$ cat src/logic/armCtrlPkg.sv
package armCtrlPkg;

  // ==========================================================
  // Architectural widths
  // ==========================================================
  localparam int InstrWidth = 32;  // ARM instruction word
  localparam int FlagWidth  = 4;   // NZCV
  localparam int MaskWidth  = 4;   // Byte lanes in a word

  // ==========================================================
  // Instruction field positions
  // ==========================================================
  localparam int CondHi   = 31;  // Top bit of the condition field [31:28]
  localparam int OpcodeLo = 21;  // Data processing opcode [24:21]
  localparam int SBit     = 20;  // Set flags
  localparam int UBit     = 23;  // Up/down for load and store offsets
  localparam int BBit     = 22;  // Byte access for LDR/STR
  localparam int LBit     = 20;  // Load when set, store when clear
  localparam int RdLo     = 12;  // Destination register [15:12]

  // Decoded instruction class
  typedef enum logic [2:0] {
    dataImm   = 3'd0,  // Data processing, immediate operand
    dataReg   = 3'd1,  // Data processing, register operand
    multiply  = 3'd2,  // MUL / MLA
    loadStore = 3'd3,  // LDR, STR, LDRB, STRB
    ldStHalf  = 3'd4,  // LDRH, STRH
    branch    = 3'd5,  // B, BL
    undefined = 3'd6   // Nothing this core executes
  } opClassT;

  // Data processing opcodes, encoded as in the instruction
  typedef enum logic [3:0] {
    opAnd = 4'b0000,
    opEor = 4'b0001,
    opSub = 4'b0010,
    opRsb = 4'b0011,
    opAdd = 4'b0100,
    opAdc = 4'b0101,
    opSbc = 4'b0110,
    opRsc = 4'b0111,
    opTst = 4'b1000,  // Compare group starts here, no Rd write
    opTeq = 4'b1001,
    opCmp = 4'b1010,
    opCmn = 4'b1011,
    opOrr = 4'b1100,
    opMov = 4'b1101,
    opBic = 4'b1110,
    opMvn = 4'b1111
  } aluOpT;

  // Condition field
  typedef enum logic [3:0] {
    condEq = 4'b0000,  // Z
    condNe = 4'b0001,  // !Z
    condCs = 4'b0010,  // C
    condCc = 4'b0011,  // !C
    condMi = 4'b0100,  // N
    condPl = 4'b0101,  // !N
    condVs = 4'b0110,  // V
    condVc = 4'b0111,  // !V
    condHi = 4'b1000,  // C and !Z
    condLs = 4'b1001,  // !C or Z
    condGe = 4'b1010,  // N == V
    condLt = 4'b1011,  // N != V
    condGt = 4'b1100,  // !Z and N == V
    condLe = 4'b1101,  // Z or N != V
    condAl = 4'b1110,  // Always
    condNv = 4'b1111   // Never here
  } condT;

endpackage

$ cat src/logic/instrDecoder.sv
`timescale 1ns/1ps

module instrDecoder
  import armCtrlPkg::*;
(
  input  logic [InstrWidth-1:0] instrD,
  output logic [1:0]            regSrcD,      // [1] Rd as second read, [0] PC as first
  output logic [1:0]            immSrcD,      // Immediate format for the extender
  output logic                  aluSrcD,      // Immediate operand B
  output logic                  memToRegD,
  output logic                  regWriteD,
  output logic                  memWriteD,
  output logic                  branchD,
  output logic                  pcSrcD,       // Writes the PC
  output aluOpT                 aluControlD,
  output logic                  setFlagsD,
  output logic                  byteD,
  output logic                  halfwordD,
  output opClassT               opClassD,
  output logic                  undefinedD
);

  logic [1:0] opField;
  logic       iBit;
  logic       multSig;    // Bits [7:4] == 1001
  logic       halfSig;    // Bit 7 and bit 4 set, SH nonzero
  logic       rsrSig;     // Register-shifted register operand
  logic       psrSpace;   // Compare opcode with S clear, MSR/MRS/BX slots
  logic       isCompare;
  logic [3:0] rdField;
  aluOpT      dpOp;

  assign opField   = instrD[27:26];
  assign iBit      = instrD[25];
  assign dpOp      = aluOpT'(instrD[OpcodeLo +: 4]);
  assign multSig   = (instrD[7:4] == 4'b1001);
  assign halfSig   = instrD[7] & instrD[4] & (instrD[6:5] != 2'b00);
  assign rsrSig    = ~instrD[7] & instrD[4];
  assign isCompare = (dpOp[3:2] == 2'b10);
  assign psrSpace  = isCompare & ~instrD[SBit];

  // ==========================================================
  // Instruction class
  // ==========================================================
  always_comb begin
    opClassD = undefined;
    case (opField)
      2'b00: begin
        if (iBit) begin
          opClassD = psrSpace ? undefined : dataImm;  // MSR immediate lives here
        end else if (multSig) begin
          // Only MUL / MLA, long multiply and swap are not executed
          opClassD = (instrD[24:22] == 3'b000) ? multiply : undefined;
        end else if (halfSig) begin
          opClassD = (instrD[6:5] == 2'b01) ? ldStHalf : undefined;  // No signed loads
        end else if (rsrSig || psrSpace) begin
          opClassD = undefined;
        end else begin
          opClassD = dataReg;
        end
      end
      2'b01:   opClassD = (iBit & instrD[4]) ? undefined : loadStore;  // Architecturally undefined slot
      2'b10:   opClassD = iBit ? branch : undefined;  // Block transfers not supported
      default: opClassD = undefined;  // Coprocessor and SWI
    endcase
  end

  // ==========================================================
  // Main control per class
  // ==========================================================
  always_comb begin
    regSrcD     = 2'b00;
    immSrcD     = 2'b00;
    aluSrcD     = 1'b0;
    memToRegD   = 1'b0;
    regWriteD   = 1'b0;
    memWriteD   = 1'b0;
    branchD     = 1'b0;
    aluControlD = opAdd;  // Address and branch target arithmetic
    setFlagsD   = 1'b0;
    case (opClassD)
      dataImm, dataReg: begin
        aluSrcD     = (opClassD == dataImm);
        regWriteD   = ~isCompare;  // TST/TEQ/CMP/CMN only touch flags
        aluControlD = dpOp;
        setFlagsD   = instrD[SBit];
      end
      multiply: begin
        regWriteD = 1'b1;
      end
      loadStore, ldStHalf: begin
        immSrcD     = (opClassD == ldStHalf) ? 2'b11 : 2'b01;  // Split 8-bit or 12-bit offset
        // Halfword forms carry their immediate flag in bit 22
        aluSrcD     = (opClassD == ldStHalf) ? instrD[22] : ~iBit;
        aluControlD = instrD[UBit] ? opAdd : opSub;
        if (instrD[LBit]) begin
          memToRegD = 1'b1;
          regWriteD = 1'b1;
        end else begin
          regSrcD   = 2'b10;  // Store data comes from Rd
          memWriteD = 1'b1;
        end
      end
      branch: begin
        regSrcD = 2'b01;  // PC as base
        immSrcD = 2'b10;  // 24-bit word offset
        aluSrcD = 1'b1;
        branchD = 1'b1;
      end
      default: begin
      end
    endcase
  end

  // MUL keeps its destination in [19:16]
  assign rdField    = (opClassD == multiply) ? instrD[19:16] : instrD[RdLo +: 4];
  assign pcSrcD     = branchD | (regWriteD & (rdField == 4'hF));
  assign byteD      = (opClassD == loadStore) & instrD[BBit];
  assign halfwordD  = (opClassD == ldStHalf);
  assign undefinedD = (opClassD == undefined);

endmodule

$ cat src/logic/condUnit.sv
`timescale 1ns/1ps

module condUnit
  import armCtrlPkg::*;
(
  input  logic                 clk,
  input  logic                 reset,
  input  condT                 condE,      // Condition of the execute instruction
  input  logic                 setFlagsE,  // S bit, not yet gated
  input  logic                 stallM,
  input  logic [FlagWidth-1:0] aluFlagsE,  // NZCV from the ALU
  output logic                 condExE,    // Condition passes
  output logic [FlagWidth-1:0] flags
);

  logic n;
  logic z;
  logic c;
  logic v;
  logic flagWrite;

  assign {n, z, c, v} = flags;

  // ==========================================================
  // Condition check against the current flags
  // ==========================================================
  always_comb begin
    case (condE)
      condEq:  condExE = z;
      condNe:  condExE = ~z;
      condCs:  condExE = c;
      condCc:  condExE = ~c;
      condMi:  condExE = n;
      condPl:  condExE = ~n;
      condVs:  condExE = v;
      condVc:  condExE = ~v;
      condHi:  condExE = c & ~z;
      condLs:  condExE = ~c | z;
      condGe:  condExE = (n == v);
      condLt:  condExE = (n != v);
      condGt:  condExE = ~z & (n == v);
      condLe:  condExE = z | (n != v);
      condAl:  condExE = 1'b1;
      default: condExE = 1'b0;  // condNv never executes
    endcase
  end

  // Only a passing, flag-setting instruction that really leaves execute
  assign flagWrite = setFlagsE & condExE & ~stallM;

  // ==========================================================
  // NZCV register
  // ==========================================================
  always_ff @(posedge clk) begin
    if (reset) begin
      flags <= '0;
    end else if (flagWrite) begin
      flags <= aluFlagsE;  // Visible to the next instruction in execute
    end
  end

endmodule

$ cat src/logic/memMask.sv
`timescale 1ns/1ps

module memMask
  import armCtrlPkg::*;
(
  input  logic                 byteE,      // LDRB / STRB
  input  logic                 halfwordE,  // LDRH / STRH
  input  logic [1:0]           aluAddrE,   // Low address bits
  output logic [MaskWidth-1:0] byteMaskE
);

  logic [MaskWidth-1:0] byteLane;
  logic [MaskWidth-1:0] halfLanes;

  // One-hot lane for a byte access
  assign byteLane = MaskWidth'(1) << aluAddrE;

  // Address bit 1 picks the upper pair
  assign halfLanes = aluAddrE[1] ? 4'b1100 : 4'b0011;

  always_comb begin
    if (byteE) begin
      byteMaskE = byteLane;
    end else if (halfwordE) begin
      byteMaskE = halfLanes;
    end else begin
      byteMaskE = '1;  // Full word
    end
  end

endmodule

$ cat src/logic/ctrlPipe.sv
`timescale 1ns/1ps

module ctrlPipe
  import armCtrlPkg::*;
(
  input  logic                 clk,
  input  logic                 reset,
  input  logic                 stallE,
  input  logic                 stallM,
  input  logic                 stallW,
  input  logic                 flushE,
  input  logic                 flushW,
  // Decode stage
  input  logic                 aluSrcD,
  input  logic                 memToRegD,
  input  logic                 regWriteD,
  input  logic                 memWriteD,
  input  logic                 branchD,
  input  logic                 pcSrcD,
  input  aluOpT                aluControlD,
  input  logic                 setFlagsD,
  input  logic                 byteD,
  input  logic                 halfwordD,
  input  condT                 condD,
  // Execute stage feedback
  input  logic                 condExE,
  input  logic [MaskWidth-1:0] byteMaskE,
  // Execute stage
  output logic                 aluSrcE,
  output aluOpT                aluControlE,
  output condT                 condE,
  output logic                 setFlagsRawE,  // Ungated S bit
  output logic                 byteE,
  output logic                 halfwordE,
  output logic                 memToRegE,
  output logic                 branchTakenE,
  // Memory stage
  output logic                 memWriteM,
  output logic                 regWriteM,
  output logic [MaskWidth-1:0] byteMaskM,
  // Writeback stage
  output logic                 memToRegW,
  output logic                 regWriteW,
  output logic                 pcSrcW,
  output logic                 pcWrPendingF
);

  logic regWriteE;
  logic memWriteE;
  logic branchE;
  logic pcSrcE;
  logic memToRegM;
  logic pcSrcM;

  // ==========================================================
  // Execute register
  // ==========================================================
  always_ff @(posedge clk) begin
    if (reset || flushE) begin  // Bubble wins over a stall
      aluSrcE      <= 1'b0;
      aluControlE  <= opAnd;
      condE        <= condEq;
      setFlagsRawE <= 1'b0;
      byteE        <= 1'b0;
      halfwordE    <= 1'b0;
      memToRegE    <= 1'b0;
      regWriteE    <= 1'b0;
      memWriteE    <= 1'b0;
      branchE      <= 1'b0;
      pcSrcE       <= 1'b0;
    end else if (!stallE) begin
      aluSrcE      <= aluSrcD;
      aluControlE  <= aluControlD;
      condE        <= condD;
      setFlagsRawE <= setFlagsD;
      byteE        <= byteD;
      halfwordE    <= halfwordD;
      memToRegE    <= memToRegD;
      regWriteE    <= regWriteD;
      memWriteE    <= memWriteD;
      branchE      <= branchD;
      pcSrcE       <= pcSrcD;
    end
  end

  assign branchTakenE = branchE & condExE;

  // ==========================================================
  // Memory register, side effects gated by the condition
  // ==========================================================
  always_ff @(posedge clk) begin
    if (reset) begin
      memWriteM <= 1'b0;
      regWriteM <= 1'b0;
      pcSrcM    <= 1'b0;
      memToRegM <= 1'b0;
      byteMaskM <= '0;
    end else if (!stallM) begin
      memWriteM <= memWriteE & condExE;
      regWriteM <= regWriteE & condExE;
      pcSrcM    <= pcSrcE & condExE;
      memToRegM <= memToRegE;
      byteMaskM <= byteMaskE;
    end
  end

  // ==========================================================
  // Writeback register
  // ==========================================================
  always_ff @(posedge clk) begin
    if (reset || flushW) begin
      memToRegW <= 1'b0;
      regWriteW <= 1'b0;
      pcSrcW    <= 1'b0;
    end else if (!stallW) begin
      memToRegW <= memToRegM;
      regWriteW <= regWriteM;
      pcSrcW    <= pcSrcM;
    end
  end

  // Fetch must wait while any PC write is in flight
  assign pcWrPendingF = pcSrcD | pcSrcE | pcSrcM;

endmodule

$ cat src/logic/armController.sv
`timescale 1ns/1ps

module armController
  import armCtrlPkg::*;
(
  input  logic                  clk,
  input  logic                  reset,
  // Datapath
  input  logic [InstrWidth-1:0] instrD,
  input  logic [FlagWidth-1:0]  aluFlagsE,
  input  logic [1:0]            aluAddrE,
  output logic [1:0]            regSrcD,
  output logic [1:0]            immSrcD,
  output logic                  aluSrcE,
  output aluOpT                 aluControlE,
  output logic                  branchTakenE,
  output logic                  memWriteM,
  output logic [MaskWidth-1:0]  byteMaskM,
  output logic                  memToRegW,
  output logic                  regWriteW,
  output logic                  pcSrcW,
  // Hazard unit
  input  logic                  stallE,
  input  logic                  stallM,
  input  logic                  stallW,
  input  logic                  flushE,
  input  logic                  flushW,
  output logic                  regWriteM,
  output logic                  memToRegE,
  output logic                  pcWrPendingF,
  // Status
  output logic [FlagWidth-1:0]  flags,
  output logic                  undefinedInstr
);

  logic                 aluSrcD;
  logic                 memToRegD;
  logic                 regWriteD;
  logic                 memWriteD;
  logic                 branchD;
  logic                 pcSrcD;
  aluOpT                aluControlD;
  logic                 setFlagsD;
  logic                 byteD;
  logic                 halfwordD;
  condT                 condE;
  logic                 setFlagsE;
  logic                 byteE;
  logic                 halfwordE;
  logic                 condExE;
  logic [MaskWidth-1:0] byteMaskE;

  // ==========================================================
  // Decode
  // ==========================================================
  instrDecoder uDecoder (
    .instrD      (instrD),
    .regSrcD     (regSrcD),
    .immSrcD     (immSrcD),
    .aluSrcD     (aluSrcD),
    .memToRegD   (memToRegD),
    .regWriteD   (regWriteD),
    .memWriteD   (memWriteD),
    .branchD     (branchD),
    .pcSrcD      (pcSrcD),
    .aluControlD (aluControlD),
    .setFlagsD   (setFlagsD),
    .byteD       (byteD),
    .halfwordD   (halfwordD),
    .opClassD    (),             // Class only feeds the undefined flag
    .undefinedD  (undefinedInstr)
  );

  // ==========================================================
  // Stage registers
  // ==========================================================
  ctrlPipe uPipe (
    .clk          (clk),
    .reset        (reset),
    .stallE       (stallE),
    .stallM       (stallM),
    .stallW       (stallW),
    .flushE       (flushE),
    .flushW       (flushW),
    .aluSrcD      (aluSrcD),
    .memToRegD    (memToRegD),
    .regWriteD    (regWriteD),
    .memWriteD    (memWriteD),
    .branchD      (branchD),
    .pcSrcD       (pcSrcD),
    .aluControlD  (aluControlD),
    .setFlagsD    (setFlagsD),
    .byteD        (byteD),
    .halfwordD    (halfwordD),
    .condD        (condT'(instrD[CondHi -: 4])),
    .condExE      (condExE),
    .byteMaskE    (byteMaskE),
    .aluSrcE      (aluSrcE),
    .aluControlE  (aluControlE),
    .condE        (condE),
    .setFlagsRawE (setFlagsE),
    .byteE        (byteE),
    .halfwordE    (halfwordE),
    .memToRegE    (memToRegE),
    .branchTakenE (branchTakenE),
    .memWriteM    (memWriteM),
    .regWriteM    (regWriteM),
    .byteMaskM    (byteMaskM),
    .memToRegW    (memToRegW),
    .regWriteW    (regWriteW),
    .pcSrcW       (pcSrcW),
    .pcWrPendingF (pcWrPendingF)
  );

  // Condition check and NZCV
  condUnit uCond (
    .clk       (clk),
    .reset     (reset),
    .condE     (condE),
    .setFlagsE (setFlagsE),
    .stallM    (stallM),
    .aluFlagsE (aluFlagsE),
    .condExE   (condExE),
    .flags     (flags)
  );

  // Byte lanes for the access in execute
  memMask uMask (
    .byteE     (byteE),
    .halfwordE (halfwordE),
    .aluAddrE  (aluAddrE),
    .byteMaskE (byteMaskE)
  );

endmodule

$ cat config.mk
export PLATFORM = sky130hd
export DESIGN_NAME = armController
export DESIGN_NICKNAME = d
export VERILOG_FILES = /design/src/logic/armCtrlPkg.sv /design/src/logic/instrDecoder.sv /design/src/logic/condUnit.sv /design/src/logic/memMask.sv /design/src/logic/ctrlPipe.sv /design/src/logic/armController.sv
export SDC_FILE = /design/constraint.sdc
export NUM_CORES = 1
export LEC_CHECK = 0
export BUFFER_PORTS_ARGS = -buffer_cell sky130_fd_sc_hd__buf_2
export CAP_MARGIN = 0
export CORE_MARGIN = 10
export CORE_UTILIZATION = 51
export CTS_CLUSTER_SIZE = 24
export DETAILED_ROUTE_END_ITERATION = 8
export PLACE_DENSITY = 0.95
export RECOVER_POWER = 100
export SLEW_MARGIN = 20
export SYNTH_ARGS = -nofsm -noshare
export SYNTH_HDL_FRONTEND = slang
export SYNTH_SLANG_ARGS = --single-unit
export TNS_END_PERCENT = 50
$ cat constraint.sdc
create_clock -name clk -period 2.6 [get_ports clk]
set_clock_uncertainty 0.05 [all_clocks]
set_input_delay 0 -clock clk [delete_from_list [all_inputs] [get_ports clk]]
set_output_delay 0 -clock clk [all_outputs]
set_load 0.02 [all_outputs]
==> metrics.md <==
| Metric | Value |
|---|---|
| Status | complete, no violations |
| CP startpoint kind | flop |
| FF-to-FF setup slack | 500 ps |
| Worst path required time | 2550 ps |
| Final Max Tran Viols | 0 |
| Critical Path End Type | output port |
| CTS tree | yes |
| Total power | 0.0009655 W |
| Initial DRC Count | 91 |
| Detailed-route via count | 1609 |
| Most used DFF post-synth | dfxtp_1 |
| Gates resized, CTS repair | 0 |
| Worst-path maximum fanout | 11 |
| Core area | 3103 um2 |
| CP arrival | 2120 ps |
| Minimum clock period | 2174 ps |
| GR Overflow Total | 0 |
| Synthesized area | 1672 um2 |
| First-pass GRT wire length | 7928 um |
| Async S/R FF share, synth | 0% |
| Largest net degree at the start of global routing | 26 |
| Placed cell area | 1992 um2 |
| Final cycle utilization of the critical path | 83.62% |
| Final non-filler cell total | 310 |
| Ant diodes | 0 |
| Fillers | 269 |
| Synth warn | 0 |
| GP Congestion | 0.8015 |
| CTS Sinks | 32 |
| # Max-Cap Violations | 0 |
| Clock transition at the registers of the reported paths | 100 ps |
| # port buffers | 62 |
| Core Rows | 20 |
| Power per Cell Area | 448.9 nW/um2 |
| RSZ-0062 raised after global routing | no |
| Share of post-route cells with drive strength above 1 | 17.29% |
| Worst ir drop on vdd | 0.2594 mV |
| P_leak | 0.8726 nW |
| Mapped Cells | 187 |
| GRT Total Usage | 15.93% |
| Synth cell types | 41 |
| Number of setup buffers added after CTS | 0 |
| Relative slew margins | 62.47% |
| Drc violations | 0 |
| Initial antenna violation count | 0 |
| Clk_lat worst skew | 340 ps |
| Antenna viol nets, final | 0 |
| Chip height | 77.25 um |
| Setup TNS | 0 ps |
| Hold Buf Count CTS | 18 |
| H-Tree Depth | 2 |
| Vias in the first global route | 1642 |
| Post-Route WL | 4614 um |
| Syn avg cell area | 8.939 um2 |
| Clock Tree Buf Depth | 2 |
| DR vias/cell | 5.190 |
| Initial core utilization | 53.87% |
| DP HPWL | 3269 um |
| Root buffer cell | clkbuf_4 |
| Final setup violation count | 0 |
| Routed length per placed instance | 14.88 um |
| Worst slew pin tran | 562.9 ps |
| Register bit count reported by yosys | 32 |
| Hold Slack | 13.44 ps |
| Critical path type | flop to output port |
| Fmax achieved | 459.9 MHz |
| I/O pin cnt | 71 |
| Sequential area share after synthesis | 38.32% |
| Drt pass-1 iters | 5 |
| Syn Nets | 232 |
| Worst hold path class | primary input to flop |
| Final Hold Viols | 0 |
| EDFF count, synth | 0 |
| Placed insts | 284 |
| Final design area excluding fillers | 2151 um2 |
| # nets final | 310 |
| Die area | 5968 um2 |
| Die W | 77.25 um |
| Area Growth Syn to Fin | 28.67% |
| Num CTS Buffers | 5 |
state kept, by name (all words and copies together), names as in the netlist, 4 cells and up:
signal,flops
uCond.flags,4
uPipe.aluControlE,4
uPipe.byteMaskM,4
uPipe.condE,4
critical path, cell delays in order, from the launching register on:
cell,delay (ps)
dfxtp_1,570
nor3b_1,230
a21oi_1,70
o31a_1,240
o311a_2,140
and2_4,180
nor2b_1,120
clkbuf_1,250
kinds of logic (layout without fill, tap and decap cells):
family                 count (synthesis)  after routing  share of synthesized area [%]
multiplexers                          17             17                          10.48
buffers and inverters                 19             98                          4.941
flip-flops                            32             32                          38.32
AND/OR/NAND/NOR                       82             82                          27.92
AO/OA/AOI/OAI                         34             34                          16.77
XOR/XNOR                               3              3                          1.572
cells in the final DEF (no fill, tap or decap), types with 2 or more instances in the layout:
master,netlist,layout
o41ai_1,1,3
nor3_1,8,8
a21oi_1,12,13
a221oi_1,4,5
buf_2,0,31
o21a_1,2,2
inv_1,10,10
nand3b_1,4,4
nor3b_1,4,4
nand4_1,3,3
nor4_1,2,2
nor2_1,18,18
or2_2,2,2
dfxtp_1,32,32
clkbuf_4,0,5
and3_1,2,2
xor2_1,3,3
nand2_1,13,14
clkbuf_1,7,33
mux2i_1,16,16
nand2b_1,12,12
nor2b_1,8,8
dlygate4sd3_1,0,18
o21ai_0,2,2
final timing paths:
check                                                        from                           endpoint  cells past startpoint
worst max-delay path                  uPipe.condE[0]$_SDFFE_PP0N_                       branchTakenE                      7
worst max register to register        uPipe.condE[0]$_SDFFE_PP0N_        uCond.flags[2]$_SDFFE_PP0P_                      6
worst min register to register  uPipe.aluControlE[3]$_SDFFE_PP0N_  uPipe.aluControlE[3]$_SDFFE_PP0N_                      2
worst min-delay path                                        reset       uPipe.memToRegM$_SDFFE_PP0N_                      2
report_power, final:
part / leakage (nW) / switching, W / internal, W
Combinational: 0.580 / 0.0000854 / 0.0000724
Sequential: 0.260 / 0.00000886 / 0.000500
Clock: 0.0326 / 0.000165 / 0.000133
Total: 0.873 / 0.000259 / 0.000706
cell usage after synthesis (3+ instances only):
master	instances	share of area, %
nor3b_1	4	1.8
nor2_1	18	4.0
nand2_1	13	2.9
o41ai_2	3	2.9
nand4_1	3	1.1
a21oi_1	12	3.6
dfxtp_1	32	38
a221oi_1	4	2.1
inv_1	10	2.2
nor3_1	8	2.4
nand3b_1	4	1.8
clkbuf_1	7	1.6
xor2_1	3	1.6
nand2b_1	12	4.5
nor2b_1	8	3.0
mux2i_1	16	9.6
per-layer routing:
metal | part of all wire (%) | global-route usage [%] | vias to the layer above
met1 | 41 | 17.20 | 722
met2 | 49 | 27.51 | 55
met3 | 8.0 | 6.527 | 7
met5 | 0 | 0 | -
met4 | 1.2 | 5.109 | 0
li1 | - | - | 825
layout make-up:
cell class / instances / area (um2) / area share, %
well taps: 44 / 55.05 / 2.560
inverters: 10 / 37.54 / 1.745
repair buffers: 80 / 451.7 / 21.00
multi-input cells: 136 / 907.1 / 42.18
clock buffers: 8 / 58.81 / 2.734
flip-flops and latches: 32 / 640.6 / 29.78
through the flow:
stage / util [%] / setup slack (ps)
CTS: 71.90 / 448.3
global placement: 64.19 / 855.7
floorplan: - / 902.3
global route: 69.31 / 201.6
detailed placement: 64.19 / 783.3
finish: 69.31 / 425.8
No activity file was read; power rests on OpenSTA's default activity.
